--- src/had_pkg.sv ---
`default_nettype none

package had_pkg;

  //========================================
  // Cluster and datapath sizes
  //========================================
  localparam int num_cores  = 4;
  localparam int core_idx_w = 2;
  localparam int data_w     = 64;
  localparam int reg_w      = 32;

  // IR layout with the register code in bits 3:0 and the core index in bits 5:4
  localparam int ir_w       = 8;
  localparam int reg_code_w = 4;

  //========================================
  // Register codes
  //========================================
  // Code 0 is left unused so a cleared IR selects nothing
  localparam logic [reg_code_w-1:0] reg_code_id   = 4'h1;
  localparam logic [reg_code_w-1:0] reg_code_rsr  = 4'h2;
  localparam logic [reg_code_w-1:0] reg_code_dms  = 4'h3;
  localparam logic [reg_code_w-1:0] reg_code_fifo = 4'h4;
  localparam logic [reg_code_w-1:0] reg_code_hcr  = 4'h5;

  //========================================
  // Debug ID word fields
  //========================================
  localparam logic [3:0] id_if_type   = 4'd0;
  localparam logic [1:0] id_arch      = 2'd2;
  localparam logic       id_rsr_en    = 1'b1;
  localparam logic       id_hcr_16b   = 1'b1;
  localparam logic       id_bank1     = 1'b0;
  localparam logic       id_ddc       = 1'b1;
  localparam logic [3:0] id_bkpt_num  = 4'd2;
  localparam logic [3:0] id_revision  = 4'd11;
  localparam logic [3:0] id_version   = 4'd4;
  localparam logic [3:0] id_id_ver    = 4'd3;

  // Bits 25:20 reserved and read as zero
  localparam logic [reg_w-1:0] had_id_value = {
    id_if_type, id_arch, 6'd0, id_rsr_en, id_hcr_16b, id_bank1, id_ddc,
    id_bkpt_num, id_revision, id_version, id_id_ver
  };

  //========================================
  // Halt control and debug FIFO
  //========================================
  localparam int hcr_w           = 16;
  localparam int hcr_dbg_req_bit = 0;

  localparam int fifo_depth = 4;
  localparam int fifo_ptr_w = $clog2(fifo_depth);
  localparam int fifo_cnt_w = $clog2(fifo_depth + 1);

endpackage

`default_nettype wire

--- src/had_ir_decode.sv ---
`timescale 1ns/1ps
`default_nettype none

module had_ir_decode
  import had_pkg::*;
(
  input  wire                  forever_cpuclk,
  input  wire                  core0_rst_b,
  input  wire                  host_ir_wr,
  input  wire [ir_w-1:0]       host_ir,
  input  wire                  host_wr,
  input  wire                  host_rd,
  input  wire                  fifo_empty,
  output logic                 id_sel,
  output logic                 rsr_sel,
  output logic                 dms_sel,
  output logic                 fifo_sel,
  output logic                 hcr_sel,
  output logic [num_cores-1:0] core_sel,
  output logic [num_cores-1:0] hcr_wr,
  output logic                 fifo_push,
  output logic                 fifo_pop
);

  logic [ir_w-1:0]       ir_q;
  logic [reg_code_w-1:0] reg_code;
  logic [core_idx_w-1:0] core_idx;

  //========================================
  // Instruction register
  //========================================
  always_ff @(posedge forever_cpuclk or negedge core0_rst_b)
  begin
    if (!core0_rst_b)
      ir_q <= '0;
    else if (host_ir_wr)
      ir_q <= host_ir;
  end

  // Field split
  assign reg_code = ir_q[reg_code_w-1:0];
  assign core_idx = ir_q[reg_code_w +: core_idx_w];

  //========================================
  // Register and core selects
  //========================================
  // Level selects held until the next IR load
  assign id_sel   = (reg_code == reg_code_id);
  assign rsr_sel  = (reg_code == reg_code_rsr);
  assign dms_sel  = (reg_code == reg_code_dms);
  assign fifo_sel = (reg_code == reg_code_fifo);
  assign hcr_sel  = (reg_code == reg_code_hcr);

  // One-hot core select from the index field
  always_comb
  begin
    for (int i = 0; i < num_cores; i++)
    begin
      core_sel[i] = (core_idx == core_idx_w'(i));
    end
  end

  //========================================
  // Qualified host strobes
  //========================================
  // HCR write only reaches the selected core
  assign hcr_wr    = {num_cores{host_wr & hcr_sel}} & core_sel;
  assign fifo_push = host_wr & fifo_sel;
  // No pop on an empty FIFO so the read returns zero
  assign fifo_pop  = host_rd & fifo_sel & ~fifo_empty;

endmodule

`default_nettype wire

--- src/had_core_dbg.sv ---
`timescale 1ns/1ps
`default_nettype none

module had_core_dbg
  import had_pkg::*;
(
  input  wire              forever_cpuclk,
  input  wire              core0_rst_b,
  input  wire              core_rst_b,
  input  wire              sysio_mask,
  input  wire              hcr_wr,
  input  wire [hcr_w-1:0]  wdata,
  output logic             core_rst_stat,
  output logic [hcr_w-1:0] hcr_data,
  output logic             dbg_req
);

  logic [hcr_w-1:0] hcr_q;
  logic             req_bit;

  //========================================
  // Reset status
  //========================================
  // Set while this core sits in reset
  // Cleared on the first clock after release
  always_ff @(posedge forever_cpuclk or negedge core_rst_b)
  begin
    if (!core_rst_b)
      core_rst_stat <= 1'b1;
    else
      core_rst_stat <= 1'b0;
  end

  //========================================
  // Halt control register
  //========================================
  always_ff @(posedge forever_cpuclk or negedge core0_rst_b)
  begin
    if (!core0_rst_b)
      hcr_q <= '0;
    else if (hcr_wr)
      hcr_q <= wdata;
  end

  assign hcr_data = hcr_q;

  // Debug request field
  assign req_bit = hcr_q[hcr_dbg_req_bit];

  //========================================
  // Debug request to the core
  //========================================
  // System mask blocks the request
  // Registered so it follows one cycle after an HCR or mask change
  always_ff @(posedge forever_cpuclk or negedge core0_rst_b)
  begin
    if (!core0_rst_b)
      dbg_req <= 1'b0;
    else
      dbg_req <= req_bit & ~sysio_mask;
  end

endmodule

`default_nettype wire

--- src/had_dbg_fifo.sv ---
`timescale 1ns/1ps
`default_nettype none

module had_dbg_fifo
  import had_pkg::*;
(
  input  wire               forever_cpuclk,
  input  wire               core0_rst_b,
  input  wire               fifo_push,
  input  wire               fifo_pop,
  input  wire  [data_w-1:0] push_data,
  output logic [data_w-1:0] fifo_head,
  output logic              fifo_empty,
  output logic              fifo_full
);

  logic [data_w-1:0]     mem [fifo_depth];
  logic [fifo_ptr_w-1:0] wr_ptr;
  logic [fifo_ptr_w-1:0] rd_ptr;
  logic [fifo_cnt_w-1:0] count;
  logic                  do_push;
  logic                  do_pop;

  // Push when full is dropped
  assign do_push = fifo_push & ~fifo_full;
  // Pop arrives already qualified by not empty
  assign do_pop  = fifo_pop;

  //========================================
  // Storage
  //========================================
  always_ff @(posedge forever_cpuclk)
  begin
    if (do_push)
      mem[wr_ptr] <= push_data;
  end

  //========================================
  // Pointers and occupancy
  //========================================
  always_ff @(posedge forever_cpuclk or negedge core0_rst_b)
  begin
    if (!core0_rst_b)
    begin
      wr_ptr <= '0;
      rd_ptr <= '0;
      count  <= '0;
    end
    else
    begin
      // Wrap at the last slot
      if (do_push)
        wr_ptr <= (wr_ptr == fifo_ptr_w'(fifo_depth - 1)) ? '0 : wr_ptr + 1'b1;
      if (do_pop)
        rd_ptr <= (rd_ptr == fifo_ptr_w'(fifo_depth - 1)) ? '0 : rd_ptr + 1'b1;
      // Simultaneous push and pop leaves the count alone
      if (do_push && !do_pop)
        count <= count + 1'b1;
      else if (do_pop && !do_push)
        count <= count - 1'b1;
    end
  end

  // Status flags
  assign fifo_empty = (count == '0);
  assign fifo_full  = (count == fifo_cnt_w'(fifo_depth));

  // Head reads as zero when nothing is stored
  assign fifo_head = fifo_empty ? '0 : mem[rd_ptr];

  a_no_pop_empty: assert property (
    @(posedge forever_cpuclk) disable iff (!core0_rst_b)
      !(fifo_pop && fifo_empty)
  ) else $error("had_dbg_fifo: pop on empty FIFO");

endmodule

`default_nettype wire

--- src/had_common_regs.sv ---
`timescale 1ns/1ps
`default_nettype none

module had_common_regs
  import had_pkg::*;
(
  input  wire                        forever_cpuclk,
  input  wire                        core0_rst_b,
  input  wire                        host_rd,
  input  wire                        id_sel,
  input  wire                        rsr_sel,
  input  wire                        dms_sel,
  input  wire                        fifo_sel,
  input  wire                        hcr_sel,
  input  wire  [num_cores-1:0]       core_sel,
  input  wire  [num_cores-1:0]       core_rst_stat,
  input  wire  [num_cores*hcr_w-1:0] hcr_data,
  input  wire  [num_cores-1:0]       sysio_dbg_mask,
  input  wire  [data_w-1:0]          fifo_head,
  output logic [data_w-1:0]          host_rdata,
  output logic                       host_rdata_vld,
  output logic [num_cores-1:0]       core_dbg_mask
);

  logic [reg_w-1:0]  rsr_word;
  logic [reg_w-1:0]  dms_word;
  logic [hcr_w-1:0]  hcr_pick;
  logic [data_w-1:0] rd_mux;

  //========================================
  // Status words
  //========================================
  // One bit per core with the upper bits zero
  assign rsr_word = {{(reg_w - num_cores){1'b0}}, core_rst_stat};
  assign dms_word = {{(reg_w - num_cores){1'b0}}, sysio_dbg_mask};

  // Mask goes straight through to the cores
  assign core_dbg_mask = sysio_dbg_mask;

  //========================================
  // HCR of the selected core
  //========================================
  always_comb
  begin
    hcr_pick = '0;
    for (int i = 0; i < num_cores; i++)
    begin
      hcr_pick = hcr_pick | ({hcr_w{core_sel[i]}} & hcr_data[i*hcr_w +: hcr_w]);
    end
  end

  //========================================
  // Read mux
  //========================================
  // AND-OR select where unknown codes give zero
  // 32-bit and HCR words are zero-extended
  assign rd_mux =
      ({data_w{id_sel}}   & {{(data_w - reg_w){1'b0}}, had_id_value})
    | ({data_w{rsr_sel}}  & {{(data_w - reg_w){1'b0}}, rsr_word})
    | ({data_w{dms_sel}}  & {{(data_w - reg_w){1'b0}}, dms_word})
    | ({data_w{fifo_sel}} & fifo_head)
    | ({data_w{hcr_sel}}  & {{(data_w - hcr_w){1'b0}}, hcr_pick});

  // Read data held until the next read
  always_ff @(posedge forever_cpuclk)
  begin
    if (host_rd)
      host_rdata <= rd_mux;
  end

  // One-cycle valid per read strobe
  always_ff @(posedge forever_cpuclk or negedge core0_rst_b)
  begin
    if (!core0_rst_b)
      host_rdata_vld <= 1'b0;
    else
      host_rdata_vld <= host_rd;
  end

endmodule

`default_nettype wire

--- src/had_top.sv ---
`timescale 1ns/1ps
`default_nettype none

module had_top
  import had_pkg::*;
(
  input  wire                  forever_cpuclk,
  input  wire                  core0_rst_b,
  input  wire                  host_ir_wr,
  input  wire [ir_w-1:0]       host_ir,
  input  wire                  host_wr,
  input  wire                  host_rd,
  input  wire [data_w-1:0]     host_wdata,
  output wire [data_w-1:0]     host_rdata,
  output wire                  host_rdata_vld,
  input  wire [num_cores-1:0]  sysio_dbg_mask,
  input  wire [num_cores-1:0]  core_rst_b,
  output wire [num_cores-1:0]  core_dbg_mask,
  output wire [num_cores-1:0]  core_dbg_req
);

  // Decoder outputs
  wire                       id_sel;
  wire                       rsr_sel;
  wire                       dms_sel;
  wire                       fifo_sel;
  wire                       hcr_sel;
  wire [num_cores-1:0]       core_sel;
  wire [num_cores-1:0]       hcr_wr;
  wire                       fifo_push;
  wire                       fifo_pop;

  // Per-core status
  wire [num_cores-1:0]       core_rst_stat;
  wire [num_cores*hcr_w-1:0] hcr_data;

  // FIFO status
  wire [data_w-1:0]          fifo_head;
  wire                       fifo_empty;

  //========================================
  // IR and strobe decode
  //========================================
  had_ir_decode ir_dec_i (
    .forever_cpuclk (forever_cpuclk),
    .core0_rst_b    (core0_rst_b),
    .host_ir_wr     (host_ir_wr),
    .host_ir        (host_ir),
    .host_wr        (host_wr),
    .host_rd        (host_rd),
    .fifo_empty     (fifo_empty),
    .id_sel         (id_sel),
    .rsr_sel        (rsr_sel),
    .dms_sel        (dms_sel),
    .fifo_sel       (fifo_sel),
    .hcr_sel        (hcr_sel),
    .core_sel       (core_sel),
    .hcr_wr         (hcr_wr),
    .fifo_push      (fifo_push),
    .fifo_pop       (fifo_pop)
  );

  //========================================
  // Per-core debug blocks
  //========================================
  for (genvar i = 0; i < num_cores; i++)
  begin : g_core
    had_core_dbg core_dbg_i (
      .forever_cpuclk (forever_cpuclk),
      .core0_rst_b    (core0_rst_b),
      .core_rst_b     (core_rst_b[i]),
      .sysio_mask     (sysio_dbg_mask[i]),
      .hcr_wr         (hcr_wr[i]),
      .wdata          (host_wdata[hcr_w-1:0]),
      .core_rst_stat  (core_rst_stat[i]),
      .hcr_data       (hcr_data[i*hcr_w +: hcr_w]),
      .dbg_req        (core_dbg_req[i])
    );
  end

  // Host data FIFO
  had_dbg_fifo dbg_fifo_i (
    .forever_cpuclk (forever_cpuclk),
    .core0_rst_b    (core0_rst_b),
    .fifo_push      (fifo_push),
    .fifo_pop       (fifo_pop),
    .push_data      (host_wdata),
    .fifo_head      (fifo_head),
    .fifo_empty     (fifo_empty),
    .fifo_full      ()
  );

  // Read mux and registered read data
  had_common_regs common_regs_i (
    .forever_cpuclk (forever_cpuclk),
    .core0_rst_b    (core0_rst_b),
    .host_rd        (host_rd),
    .id_sel         (id_sel),
    .rsr_sel        (rsr_sel),
    .dms_sel        (dms_sel),
    .fifo_sel       (fifo_sel),
    .hcr_sel        (hcr_sel),
    .core_sel       (core_sel),
    .core_rst_stat  (core_rst_stat),
    .hcr_data       (hcr_data),
    .sysio_dbg_mask (sysio_dbg_mask),
    .fifo_head      (fifo_head),
    .host_rdata     (host_rdata),
    .host_rdata_vld (host_rdata_vld),
    .core_dbg_mask  (core_dbg_mask)
  );

endmodule

`default_nettype wire

--- config.mk ---
export PLATFORM = sky130hd
export DESIGN_NAME = had_top
export DESIGN_NICKNAME = d
export VERILOG_FILES = /design/src/had_pkg.sv /design/src/had_ir_decode.sv /design/src/had_core_dbg.sv /design/src/had_dbg_fifo.sv /design/src/had_common_regs.sv /design/src/had_top.sv
export SDC_FILE = /design/constraint.sdc
export NUM_CORES = 1
export LEC_CHECK = 0
export BUFFER_PORTS_ARGS = -buffer_cell sky130_fd_sc_hd__clkbuf_2
export CELL_PAD_IN_SITES_DETAIL_PLACEMENT = 0
export CELL_PAD_IN_SITES_GLOBAL_PLACEMENT = 2
export CORE_ASPECT_RATIO = 0.7
export CORE_MARGIN = 2
export CORE_UTILIZATION = 49
export DETAILED_ROUTE_END_ITERATION = 16
export PLACE_DENSITY = 0.91
export SETUP_SLACK_MARGIN = 0.05
export SYNTH_ARGS = -nofsm -noshare
export SYNTH_HDL_FRONTEND = slang
export SYNTH_SLANG_ARGS = --single-unit
--- constraint.sdc ---
create_clock -name forever_cpuclk -period 6.2 [get_ports forever_cpuclk]
set_clock_uncertainty 0.2 [all_clocks]
set_input_delay 0.93 -clock forever_cpuclk [delete_from_list [all_inputs] [get_ports forever_cpuclk]]
set_output_delay 0.93 -clock forever_cpuclk [all_outputs]
set_load 0.01 [all_outputs]
==> summary.md, run 1 <==
| Metric | Value |
|---|---|
| Crit path kind | `reg2reg` |
| LEAKAGE | `0.006909 uW` |
| Area growth syn-to-layout | `15.45%` |
| Synth Register Bits | `406` |
| Vias in the first global route | `7951` |
| Worst-margin pin slew | `1.149 ns` |
| Final GP Congestion | `0.7157` |
| Endpoints failing hold | `0` |
| Drt wl/cell | `22.62 um` |
| Final ANT Viol Nets | `0` |
| Delay-heaviest family, CP | `simple AND/OR/NAND/NOR gates` |
| Antenna cells | `0` |
| I/O Pins | `158` |
| Crit path time final | `3.621 ns` |
| Worst vdd ir | `0.2471 mV` |
| Wl on met1 | `13670 um` |
| Max_cap viols | `0` |
| Critical Path Sink Type | `flip-flop` |
| Final Cell Area | `18110 um2` |
| Layout cells sized above 1 | `0.4238` |
| Final HPWL DP | `17090 um` |
| Psw | `1633 uW` |
| DR WL met3 | `1862 um` |
| Final period utilization | `0.5840` |
| Cells after Synth | `741` |
| Switching Fraction | `0.2424` |
| Comb power frac | `0.140` |
| RSZ-0062 raised after global routing | `false` |
| Int Power | `5104 uW` |
| FP Rows | `54` |
| Highest routed metal layer | `met5` |
| Synth area leader | `edfxtp_1` |
| Via density | `5.510` |
| Synth cell count leaders | `edfxtp_1 (320), dfrtp_1 (82), mux4_2 (80)` |
| First-pass GRT wire length | `47830 um` |
| CTS Buf Count | `40` |
| DR vias | `7449` |
| Starting density of the core | `0.5003` |
| Fmax | `0.2762 GHz` |
| Status | `finished clean` |
| Synth top area cells | `edfxtp_1 (61%), dfrtp_1 (13%), mux4_2 (11%)` |
| DIE HEIGHT | `153.7 um` |
| Share of the synthesized area in the top cell type | `0.6126` |
| Commonest register cell after synthesis | `edfxtp_1` |
| DRT Pass-1 Iters | `4` |
| Synthesis warning total | `0` |
| Critical path's slowest cell | `and2_4` |
| Nets@finish | `992` |
| Sequential cell area fraction in the yosys report | `0.7502` |
| Post-synth EDFFs | `320` |
| Setup bufs post-CTS | `0` |
| Worst-path clk slew | `0.06 ns` |
| Slew HR | `0.2340` |
| Reg power frac | `0.506` |
| Routed wl met2 | `14450 um` |
| Drt first-iter violations | `454` |
| Clk_lat worst skew | `0.53 ns` |
| GRT Total Usage | `0.1904` |
| Mean Syn Cell Area | `21.17 um2` |
| Die Width | `217.8 um` |
| Die area | `33480 um2` |
| H-Tree Level Count | `2` |
| Core area | `31350 um2` |
| Clock Power Share | `0.354` |
| Crit path largest cell delay | `0.90 ns` |
| Max Slew Vio Count | `0` |
| CP Cell Sequence | `nor4b_4 > buf_4 > o311a_1 > and2_4` |
| Ys async rst share | `0.2118` |
| # DRC | `0` |
| DP Area | `16810 um2` |
| Power Density | `372.0 nW/um2` |
| Post-Syn Area | `15690 um2` |
| Unique masters post-synth | `37` |
| Initial antenna violation count | `2` |
| WP buf/inv | `1` |
| Remaining global-route overflow | `0` |
| Max Buffers Root-to-Sink | `3` |
| Required time worst endpoint | `6.15 ns` |
| Setup TNS | `0 ns` |
| Drt total wl | `30580 um` |
| # clock sinks | `406` |
| Final Setup Violations | `0` |
| Most frequent cell after synthesis | `edfxtp_1` |
| Crit Path Max Fanout | `64` |
| Startpoint types | `flip-flop` |
| CP arrival | `3.57 ns` |
| Clk root buf | `clkbuf_16` |
| Largest net degree at the start of global routing | `75` |
| Worst hold path type | `in2async` |
| Port Buffers | `155` |
| CTS tree | `yes` |
[area by class of cell]
cell class	instances	area [um2]
timing repair buffer	163	843.3
clock buffer	54	1095
multi-input combinational	285	3660
fill	2371	13240
inverter	4	15.01
clock inverter	20	196.4
tap	420	525.5
sequential	406	11770
[layer usage]
layer / track usage / up-vias
met5: 0 / -
met4: 0.05086 / 4
met3: 0.04135 / 41
met2: 0.2933 / 202
met1: 0.2791 / 3891
li1: - / 3311
[through the flow]
| step | power [uW] | utilization | cells | hold slack, ns | setup slack, ns |
|---|---|---|---|---|---|
| final | 6736 | 0.5776 | 1352 | 0.1199 | 2.579 |
| after CTS | 6812 | 0.5776 | 1352 | 0.09813 | 2.483 |
| after detailed placement | 4428 | 0.5361 | 1277 | 0.2880 | 2.491 |
| after global placement | 4403 | 0.5361 | 1277 | 0.2823 | 2.551 |
| after floorplan | 4126 | - | 744 | 0.2738 | 2.847 |
| after global routing | 7020 | 0.5776 | 1352 | 0.09875 | 2.322 |
[logic make-up (layout without fill, tap and decap cells)]
logic type / Yosys count / after routing / synth area share
flops: 406 / 406 / 0.7502
mux: 157 / 157 / 0.1726
simple gates: 91 / 91 / 0.03957
buf+inv: 53 / 241 / 0.01851
compound gates: 23 / 23 / 0.01117
fa+ha+maj: 7 / 7 / 0.006062
xor+xnor: 3 / 3 / 0.001675
other cells: 1 / 4 / 0.0002391
[layout by cell type (no fill, tap or decap), types with 5 or more instances in the layout]
cell type	n
nand3_1	5
mux2_2	64
mux4_2	80
clkinv_1	5
clkbuf_2	153
a21oi_1	7
a221o_1	7
and3_1	44
dfrtp_1	80
clkbuf_1	11
a21o_1	6
ha_1	6
buf_4	9
clkbuf_16	41
edfxtp_1	320
clkinv_2	6
nand3b_1	7
nand2_1	10
nor2_1	6
mux2_4	11
[registers in the layout, indices dropped and copies added, names as in the netlist]
register	flops
common_regs_i.host_rdata	64
g_core.core_dbg_i.dbg_req	4
dbg_fifo_i.mem	256
dbg_fifo_i.wr_ptr	2
ir_dec_i.ir_q	6
g_core.core_dbg_i.hcr_data	64
common_regs_i.host_rdata_vld	1
dbg_fifo_i.rd_ptr	2
dbg_fifo_i.count	3
g_core.core_dbg_i.core_rst_stat	4
[worst reg2reg max path: stages, from the launching register on]
cell     delay, ns
dfrtp_1       0.71
nor4b_4       0.42
buf_4         0.52
o311a_1       0.45
and2_4        0.90
[worst paths after layout]
check                                                                start                                             to  slack (ns)  depth (start not counted)
setup / recovery                              ir_dec_i.ir_q[0]$_DFFE_PN0P_                dbg_fifo_i.mem[0][63]$_DFFE_PP_        2.58                          4
hold / removal                                               core_rst_b[0]   g_core[0].core_dbg_i.core_rst_stat$_DFF_PN1_        0.12                          1
setup reg to reg                              ir_dec_i.ir_q[0]$_DFFE_PN0P_                dbg_fifo_i.mem[0][63]$_DFFE_PP_        2.58                          4
hold reg to reg              g_core[3].core_dbg_i.hcr_data[13]$_DFFE_PN0P_  g_core[3].core_dbg_i.hcr_data[13]$_DFFE_PN0P_        0.30                          1
max in group asynchronous                                      core0_rst_b               dbg_fifo_i.rd_ptr[1]$_DFFE_PN0P_        3.97                          3
min in group forever_cpuclk  g_core[3].core_dbg_i.hcr_data[13]$_DFFE_PN0P_  g_core[3].core_dbg_i.hcr_data[13]$_DFFE_PN0P_        0.30                          1
[timing repair]
action	in CTS	in global routing
hold endpoints to repair	8	0
hold buffers	1	0
gates resized for setup	0	0
[power by group through the flow]
stage	Combinational, uW	Sequential [uW]	Clock, uW
CTS	957	3420	2440
floorplan	855	3270	0
finish	941	3410	2390
global route	1020	3450	2550
detailed placement	954	3470	0
global placement	934	3470	0
Power figures use the tool's default switching activity.
==> run 2: changes to the inputs <==
--- a/config.mk
+++ b/config.mk
@@ -10,9 +10,9 @@
 export CELL_PAD_IN_SITES_GLOBAL_PLACEMENT = 2
 export CORE_ASPECT_RATIO = 0.7
 export CORE_MARGIN = 2
-export CORE_UTILIZATION = 49
+export CORE_UTILIZATION = 41
 export DETAILED_ROUTE_END_ITERATION = 16
-export PLACE_DENSITY = 0.91
+export PLACE_DENSITY = 0.82
 export SETUP_SLACK_MARGIN = 0.05
 export SYNTH_ARGS = -nofsm -noshare
 export SYNTH_HDL_FRONTEND = slang
==> constraint.sdc (replaced) <==
create_clock -name forever_cpuclk -period 3 [get_ports forever_cpuclk]
set_clock_uncertainty 0.2 [all_clocks]
set_input_delay 0.45 -clock forever_cpuclk [delete_from_list [all_inputs] [get_ports forever_cpuclk]]
set_output_delay 0.45 -clock forever_cpuclk [all_outputs]
set_load 0.01 [all_outputs]
==> run 2 against run 1 <==
  * Non-clock buffer count rose by 93
  * Sequential power grew 100%
  * Global-route usage down 2.0 points
  * Clock-buffer cell count is 3 lower
  * Cell area grew 6.1%
  * Register-to-register slack got worse by 2.2 ns
  * Utilization fell by 6.4 points
  * Clock power is 110% higher
  * Combinational power is 140% higher
  * Largest cell class unchanged
==> summary.md, run 2 (synthesized netlist as in run 1, its figures left out) <==
| Metric | Value |
|---|---|
| Status | `finished clean` |
| LEAKAGE | `0.007360 uW (+6.5%)` |
| GR Util met3 | `0.03363 (-0.007715)` |
| Clk_lat worst skew | `0.53 ns (about the same)` |
| Number of flip-flops in the largest register | `256 (unchanged)` |
| # resized after CTS | `0 (unchanged)` |
| Met2 track demand over resource | `0.2698 (-0.02353)` |
| Nets@finish | `1085 (+9.4%)` |
| Reg area | `11770 um2 (unchanged)` |
| Vias in the first global route | `8364 (+5.2%)` |
| CTS Buf Count | `40 (unchanged)` |
| FP Rows | `59 (+9.3%)` |
| Power Density | `742.2 nW/um2 (+100%)` |
| Area growth syn-to-layout | `22.49%` |
| Remaining global-route overflow | `0 (unchanged)` |
| Final Cell Area | `19210 um2 (+6.1%)` |
| Crit path largest cell delay | `0.57 ns (-0.33 ns)` |
| Final ANT Viol Nets | `0 (unchanged)` |
| Hold_buf cts | `66 (+65)` |
| RSZ-0062 raised after global routing | `false` |
| Gr busiest metal | `met2` |
| Critical Path Sink Type | `flip-flop` |
| Multi-input gate area | `3660 um2 (unchanged)` |
| Initial antenna violation count | `3 (+1)` |
| Max_cap viols | `0 (unchanged)` |
| Drt total wl | `33070 um (+8.1%)` |
| CP arrival | `2.85 ns (-0.72 ns)` |
| Final period utilization | `0.8872 (+0.3033)` |
| WP buf/inv | `1 (unchanged)` |
| Fillers | `2947 (+24%)` |
| Delay-heaviest family, CP | `simple AND/OR/NAND/NOR gates` |
| Die area | `39860 um2 (+19%)` |
| Drt first-iter violations | `540 (+19%)` |
| Critical path's slowest cell | `and2_1` |
| Required time worst endpoint | `3.19 ns (-2.96 ns)` |
| Endpoints failing hold | `0 (unchanged)` |
| Setup TNS | `0 ns (unchanged)` |
| Drt wl/cell | `21.87 um (-3.3%)` |
| Final Setup Violations | `0 (unchanged)` |
| First-pass GRT wire length | `51090 um (+6.8%)` |
| DRT Pass-1 Iters | `4 (unchanged)` |
| # clock sinks | `406 (unchanged)` |
| Largest net degree at the start of global routing | `67 (-11%)` |
| Crit path time final | `2.662 ns (-0.9589 ns)` |
| I/O Pins | `158 (unchanged)` |
| Final HPWL DP | `19650 um (+15%)` |
| Worst vdd ir | `0.3595 mV (+45%)` |
| Die Width | `237.8 um (+9.1%)` |
| Core area | `37430 um2 (+19%)` |
| Worst hold path type | `in2reg` |
| CP Cell Sequence | `nor4b_4 > buf_4 > and2_1 > a221o_1` |
| Slew HR | `0.2462 (+0.01224)` |
| Setup bufs post-CTS | `0 (unchanged)` |
| Crit Path Max Fanout | `45 (-30%)` |
| # DRC | `0 (unchanged)` |
| H-Tree Level Count | `2 (unchanged)` |
| Port Buffers | `155 (unchanged)` |
| Via density | `5.181 (-6.0%)` |
| Worst-path clk slew | `0.06 ns (about the same)` |
| Startpoint types | `flip-flop` |
| DP Area | `17240 um2 (+2.6%)` |
| Largest register by flop count | `dbg_fifo_i.mem` |
| Layout cells sized above 1 | `0.4100 (-0.01384)` |
| GRT Total Usage | `0.1706 (-0.01979)` |
| CTS tree | `yes` |
| Commonest non-fill, non-tap cell in the layout | `edfxtp_1` |
| Worst-margin pin slew | `1.131 ns (-0.01835 ns)` |
| Most frequent cells in the layout | `edfxtp_1 (320), clkbuf_2 (153), mux4_2 (80), dfrtp_1 (80), dlygate4sd3_1 (66)` |
| DIE HEIGHT | `167.6 um (+9.1%)` |
| Starting density of the core | `0.4191 (-0.08124)` |
| Clk root buf | `clkbuf_16` |
| DR vias | `7834 (+5.2%)` |
| Max Buffers Root-to-Sink | `3 (unchanged)` |
| Max Slew Vio Count | `0 (unchanged)` |
| Crit path kind | `reg2reg` |
| Fmax | `0.3757 GHz (+36%)` |
| Final GP Congestion | `0.7040 (-1.6%)` |
| Met1 usage | `0.2454 (-0.03368)` |
-- run 2: cell type report --
cell class,instances,area share
flip-flops and latches,406,0.6128
multi-input cells,285,0.1905
repair buffers,256,0.09586
clock buffers,51,0.05640
well taps,488,0.03178
clock inverters,20,0.01159
inverters,4,0.0007815
diodes,2,0.0002605
-- run 2: power breakdown --
group / internal (uW) / leakage [uW] / switching (uW)
logic: 1390 / 0.00266 / 906
clock network: 2980 / 0.000630 / 2050
registers: 6480 / 0.00407 / 453
total: 10900 / 0.00736 / 3410
-- run 2: worst reg2reg max path, delay by kind of cell, from the launching register on --
| kind | cells | cell delay (ns) |
|---|---|---|
| simple gates | 2 | 1.02 |
| buf+inv | 1 | 0.54 |
| flops | 1 | 0.51 |
| compound gates | 1 | 0.26 |
-- run 2: worst paths after layout --
path                                                          startpoint                                             to  slack (ns)  depth (start not counted)
max                                         ir_dec_i.ir_q[1]$_DFFE_PN0P_         common_regs_i.host_rdata[13]$_DFFE_PP_        0.34                          4
min                                                       host_wdata[10]                dbg_fifo_i.mem[3][10]$_DFFE_PP_        0.03                          1
max reg2reg                                 ir_dec_i.ir_q[1]$_DFFE_PN0P_         common_regs_i.host_rdata[13]$_DFFE_PP_        0.34                          4
min reg2reg                g_core[2].core_dbg_i.hcr_data[10]$_DFFE_PN0P_  g_core[2].core_dbg_i.hcr_data[10]$_DFFE_PN0P_        0.30                          1
max in group asynchronous                                    core0_rst_b  g_core[1].core_dbg_i.hcr_data[15]$_DFFE_PN0P_        1.47                          3
min in group asynchronous                                  core_rst_b[1]   g_core[1].core_dbg_i.core_rst_stat$_DFF_PN1_        0.19                          2
-- run 2: layer usage --
layer  vias up  part of all wire  routed length (um)
met5         -           0.00039                  13
met4         2             0.015                 503
met3        38             0.049                1613
met2       160              0.47               15700
met1      4130              0.46               15230
li1       3504                 -                   -
-- run 2: per-stage QoR --
stage / setup slack (ns) / utilization / cells / power, uW / hold WS [ns]
after floorplan: 0.3867 / - / 744 / 8526 / -0.04559
after global placement: 0.3876 / 0.4606 / 1373 / 9294 / 0.1861
after detailed placement: 0.3178 / 0.4606 / 1373 / 9329 / 0.1854
after CTS: 0.3049 / 0.5132 / 1510 / 14450 / 0.00004985
after global routing: 0.1432 / 0.5133 / 1511 / 14910 / 0.01651
final: 0.3383 / 0.5133 / 1512 / 14260 / 0.02550
==> run 3: changes to the inputs <==
--- a/config.mk
+++ b/config.mk
@@ -10,10 +10,11 @@
 export CELL_PAD_IN_SITES_GLOBAL_PLACEMENT = 2
 export CORE_ASPECT_RATIO = 0.7
 export CORE_MARGIN = 2
-export CORE_UTILIZATION = 41
+export CORE_UTILIZATION = 45
 export DETAILED_ROUTE_END_ITERATION = 16
-export PLACE_DENSITY = 0.82
-export SETUP_SLACK_MARGIN = 0.05
+export PLACE_DENSITY = 0.85
+export SETUP_SLACK_MARGIN = 0.2
+export SLEW_MARGIN = 0
 export SYNTH_ARGS = -nofsm -noshare
 export SYNTH_HDL_FRONTEND = slang
 export SYNTH_SLANG_ARGS = --single-unit
==> constraint.sdc (replaced) <==
create_clock -name forever_cpuclk -period 2.8 [get_ports forever_cpuclk]
set_clock_uncertainty 0.2 [all_clocks]
set_input_delay 0.42 -clock forever_cpuclk [delete_from_list [all_inputs] [get_ports forever_cpuclk]]
set_output_delay 0.42 -clock forever_cpuclk [all_outputs]
set_load 0.01 [all_outputs]
==> run 3 against run 2 <==
  * Fmax rose by 6.8%
  * Clock-buffer cell count is the same
  * Non-clock buffer count is 11 higher
  * Sequential power up 6.9%
  * Global-route usage is 0.98 points higher
  * Utilization rose by 4.6 points
  * Cell count fell by 0.33%
  * Worst hold slack better by 0.0045 ns
  * Power up 5.9%
  * Critical path type unchanged
  * Highest routed layer is now met4
==> summary.md, run 3 (synthesized netlist as in run 1, its figures left out) <==
| Metric | Value |
|---|---|
| I/O Pins | `158 (unchanged)` |
| Via density | `5.233 (+1.0%)` |
| Final HPWL DP | `18870 um (-4.0%)` |
| Core area | `34520 um2 (-7.8%)` |
| Most frequent cells in the layout | `edfxtp_1 (320), clkbuf_2 (153), mux4_2 (80), dfrtp_1 (80), dlygate4sd3_1 (78)` |
| # clock sinks | `406 (unchanged)` |
| DR vias | `7886 (+0.66%)` |
| Layout cells sized above 1 | `0.4091 (-0.0008895)` |
| Final ANT Viol Nets | `0 (unchanged)` |
| Final period utilization | `0.8902 (+0.003005)` |
| Nets@finish | `1096 (+1.0%)` |
| Worst-margin pin slew | `0.9427 ns (-0.1880 ns)` |
| H-Tree Level Count | `2 (unchanged)` |
| Die Width | `227.1 um (-4.5%)` |
| Final Non-Filler Cells | `1507 (-0.33%)` |
| Setup TNS | `0 ns (unchanged)` |
| Largest register by flop count | `dbg_fifo_i.mem` |
| Number of flip-flops in the largest register | `256 (unchanged)` |
| Status | `finished clean` |
| Finished Core Util | `0.5596 (+0.04631)` |
| Starting density of the core | `0.4544 (+0.03532)` |
| CTS tree | `yes` |
| Worst vdd ir | `0.3713 mV (+3.3%)` |
| Endpoints failing hold | `0 (unchanged)` |
| Area growth syn-to-layout | `23.16%` |
| Worst hold path type | `in2reg` |
| CP arrival | `2.74 ns (-0.11 ns)` |
| Fillers | `2707 (-8.1%)` |
| Drt first-iter violations | `580 (+7.4%)` |
| RSZ-0062 raised after global routing | `false` |
| Final GP Congestion | `0.7003 (-0.53%)` |
| First-pass GRT wire length | `49200 um (-3.7%)` |
| Clk root buf | `clkbuf_16` |
| Final Cell Area | `19320 um2 (+0.55%)` |
| Die area | `36390 um2 (-8.7%)` |
| Drt wl/cell | `21.17 um (-3.2%)` |
| Drt total wl | `31910 um (-3.5%)` |
| GRT Total Usage | `0.1804 (+0.009757)` |
| LEAKAGE | `0.007419 uW (+0.79%)` |
| Crit Path Max Fanout | `4 (-91%)` |
| Commonest non-fill, non-tap cell in the layout | `edfxtp_1` |
| WHS | `0.02997 ns (+0.004473 ns)` |
| Required time worst endpoint | `3.05 ns (-0.14 ns)` |
| Worst-path clk slew | `0.06 ns (about the same)` |
| Max_cap viols | `0 (unchanged)` |
| FP Rows | `57 (-3.4%)` |
| DIE HEIGHT | `160.2 um (-4.4%)` |
| Final Setup Violations | `0 (unchanged)` |
| Max Buffers Root-to-Sink | `3 (unchanged)` |
| Crit path kind | `reg2reg` |
| CTS Buf Count | `40 (unchanged)` |
| Dpl cells | `1354 (-1.4%)` |
| DP Area | `17250 um2 (about the same)` |
| Clk_lat worst skew | `0.53 ns (about the same)` |
| Power Density | `781.5 nW/um2 (+5.3%)` |
| Port Buffers | `155 (unchanged)` |
| Remaining global-route overflow | `0 (unchanged)` |
| Critical Path Sink Type | `flip-flop` |
| Max Slew Vio Count | `0 (unchanged)` |
| Vias in the first global route | `8309 (-0.66%)` |
| Fmax | `0.4012 GHz (+6.8%)` |
| Startpoint types | `flip-flop` |
| # DRC | `0 (unchanged)` |
| Crit path time final | `2.493 ns (-0.1690 ns)` |
| Initial antenna violation count | `1 (-2)` |
| Slew HR | `0.3715 (+0.1254)` |
| DRT Pass-1 Iters | `5 (+1)` |
| Largest net degree at the start of global routing | `66 (-1.5%)` |
run 3: final cells by class:
class | count | area [um2] | share of cell area
timing repair buffer | 267 | 2008 | 0.1040
clock inverter | 21 | 183.9 | 0.009521
clock buffer | 51 | 1084 | 0.05609
multi-input combinational | 285 | 3660 | 0.1895
tap | 472 | 590.6 | 0.03057
inverter | 4 | 15.01 | 0.0007773
antenna | 1 | 2.502 | 0.0001295
sequential | 406 | 11770 | 0.6095
run 3: path summary, 6_finish.rpt:
| check | start | end | slack (ns) | depth (start not counted) |
|---|---|---|---|---|
| setup / recovery | dbg_fifo_i.count[0]$_DFFE_PN0P_ | dbg_fifo_i.count[2]$_DFFE_PN0P_ | 0.31 | 8 |
| setup reg to reg | dbg_fifo_i.count[0]$_DFFE_PN0P_ | dbg_fifo_i.count[2]$_DFFE_PN0P_ | 0.31 | 8 |
| min in group asynchronous | core_rst_b[2] | g_core[2].core_dbg_i.core_rst_stat$_DFF_PN1_ | 0.15 | 2 |
| hold reg to reg | g_core[2].core_dbg_i.hcr_data[1]$_DFFE_PN0P_ | g_core[2].core_dbg_i.hcr_data[1]$_DFFE_PN0P_ | 0.30 | 1 |
| hold / removal | host_wdata[1] | dbg_fifo_i.mem[2][1]$_DFFE_PP_ | 0.03 | 1 |
| max in group asynchronous | core0_rst_b | g_core[0].core_dbg_i.hcr_data[10]$_DFFE_PN0P_ | 1.47 | 3 |
run 3: through the flow:
stage / power [uW] / setup WS, ns
3_3_place_gp: 9903 / 0.2466
2_1_floorplan: 9135 / 0.1867
3_5_place_dp: 9955 / 0.2170
5_1_grt: 15740 / 0.2063
6_report: 15100 / 0.3073
4_1_cts: 15240 / 0.2199
run 3: where the power goes:
group / switching (uW) / internal, uW
combinational: 981 / 1490
sequential: 468 / 6940
clock: 2190 / 3020
total: 3640 / 11500
run 3: repair_timing:
| item | in CTS | in global routing |
|---|---|---|
| hold buffers | 78 | 0 |
| endpoints found under the hold margin | 313 | 0 |
| setup endpoints to repair | 0 | 11 |
| resized for setup | 0 | 1 |
| setup buffers | 0 | 2 |
run 3: worst max-delay path, stage by stage (launching register included):
cell and delay, ns:
dfrtp_1 0.44, or3_2 0.52, nand3_1 0.18, ha_1 0.22, inv_1 0.06, fa_1 0.38
xor2_1 0.17, nor2_1 0.12, xnor2_1 0.13
run 3: routing by layer:
layer	up-vias	GRT usage	share of wire
li1	3514	-	-
met1	4151	0.2674	0.47
met2	174	0.2794	0.47
met5	-	0	0
met3	47	0.03275	0.047
met4	0	0.04486	0.018
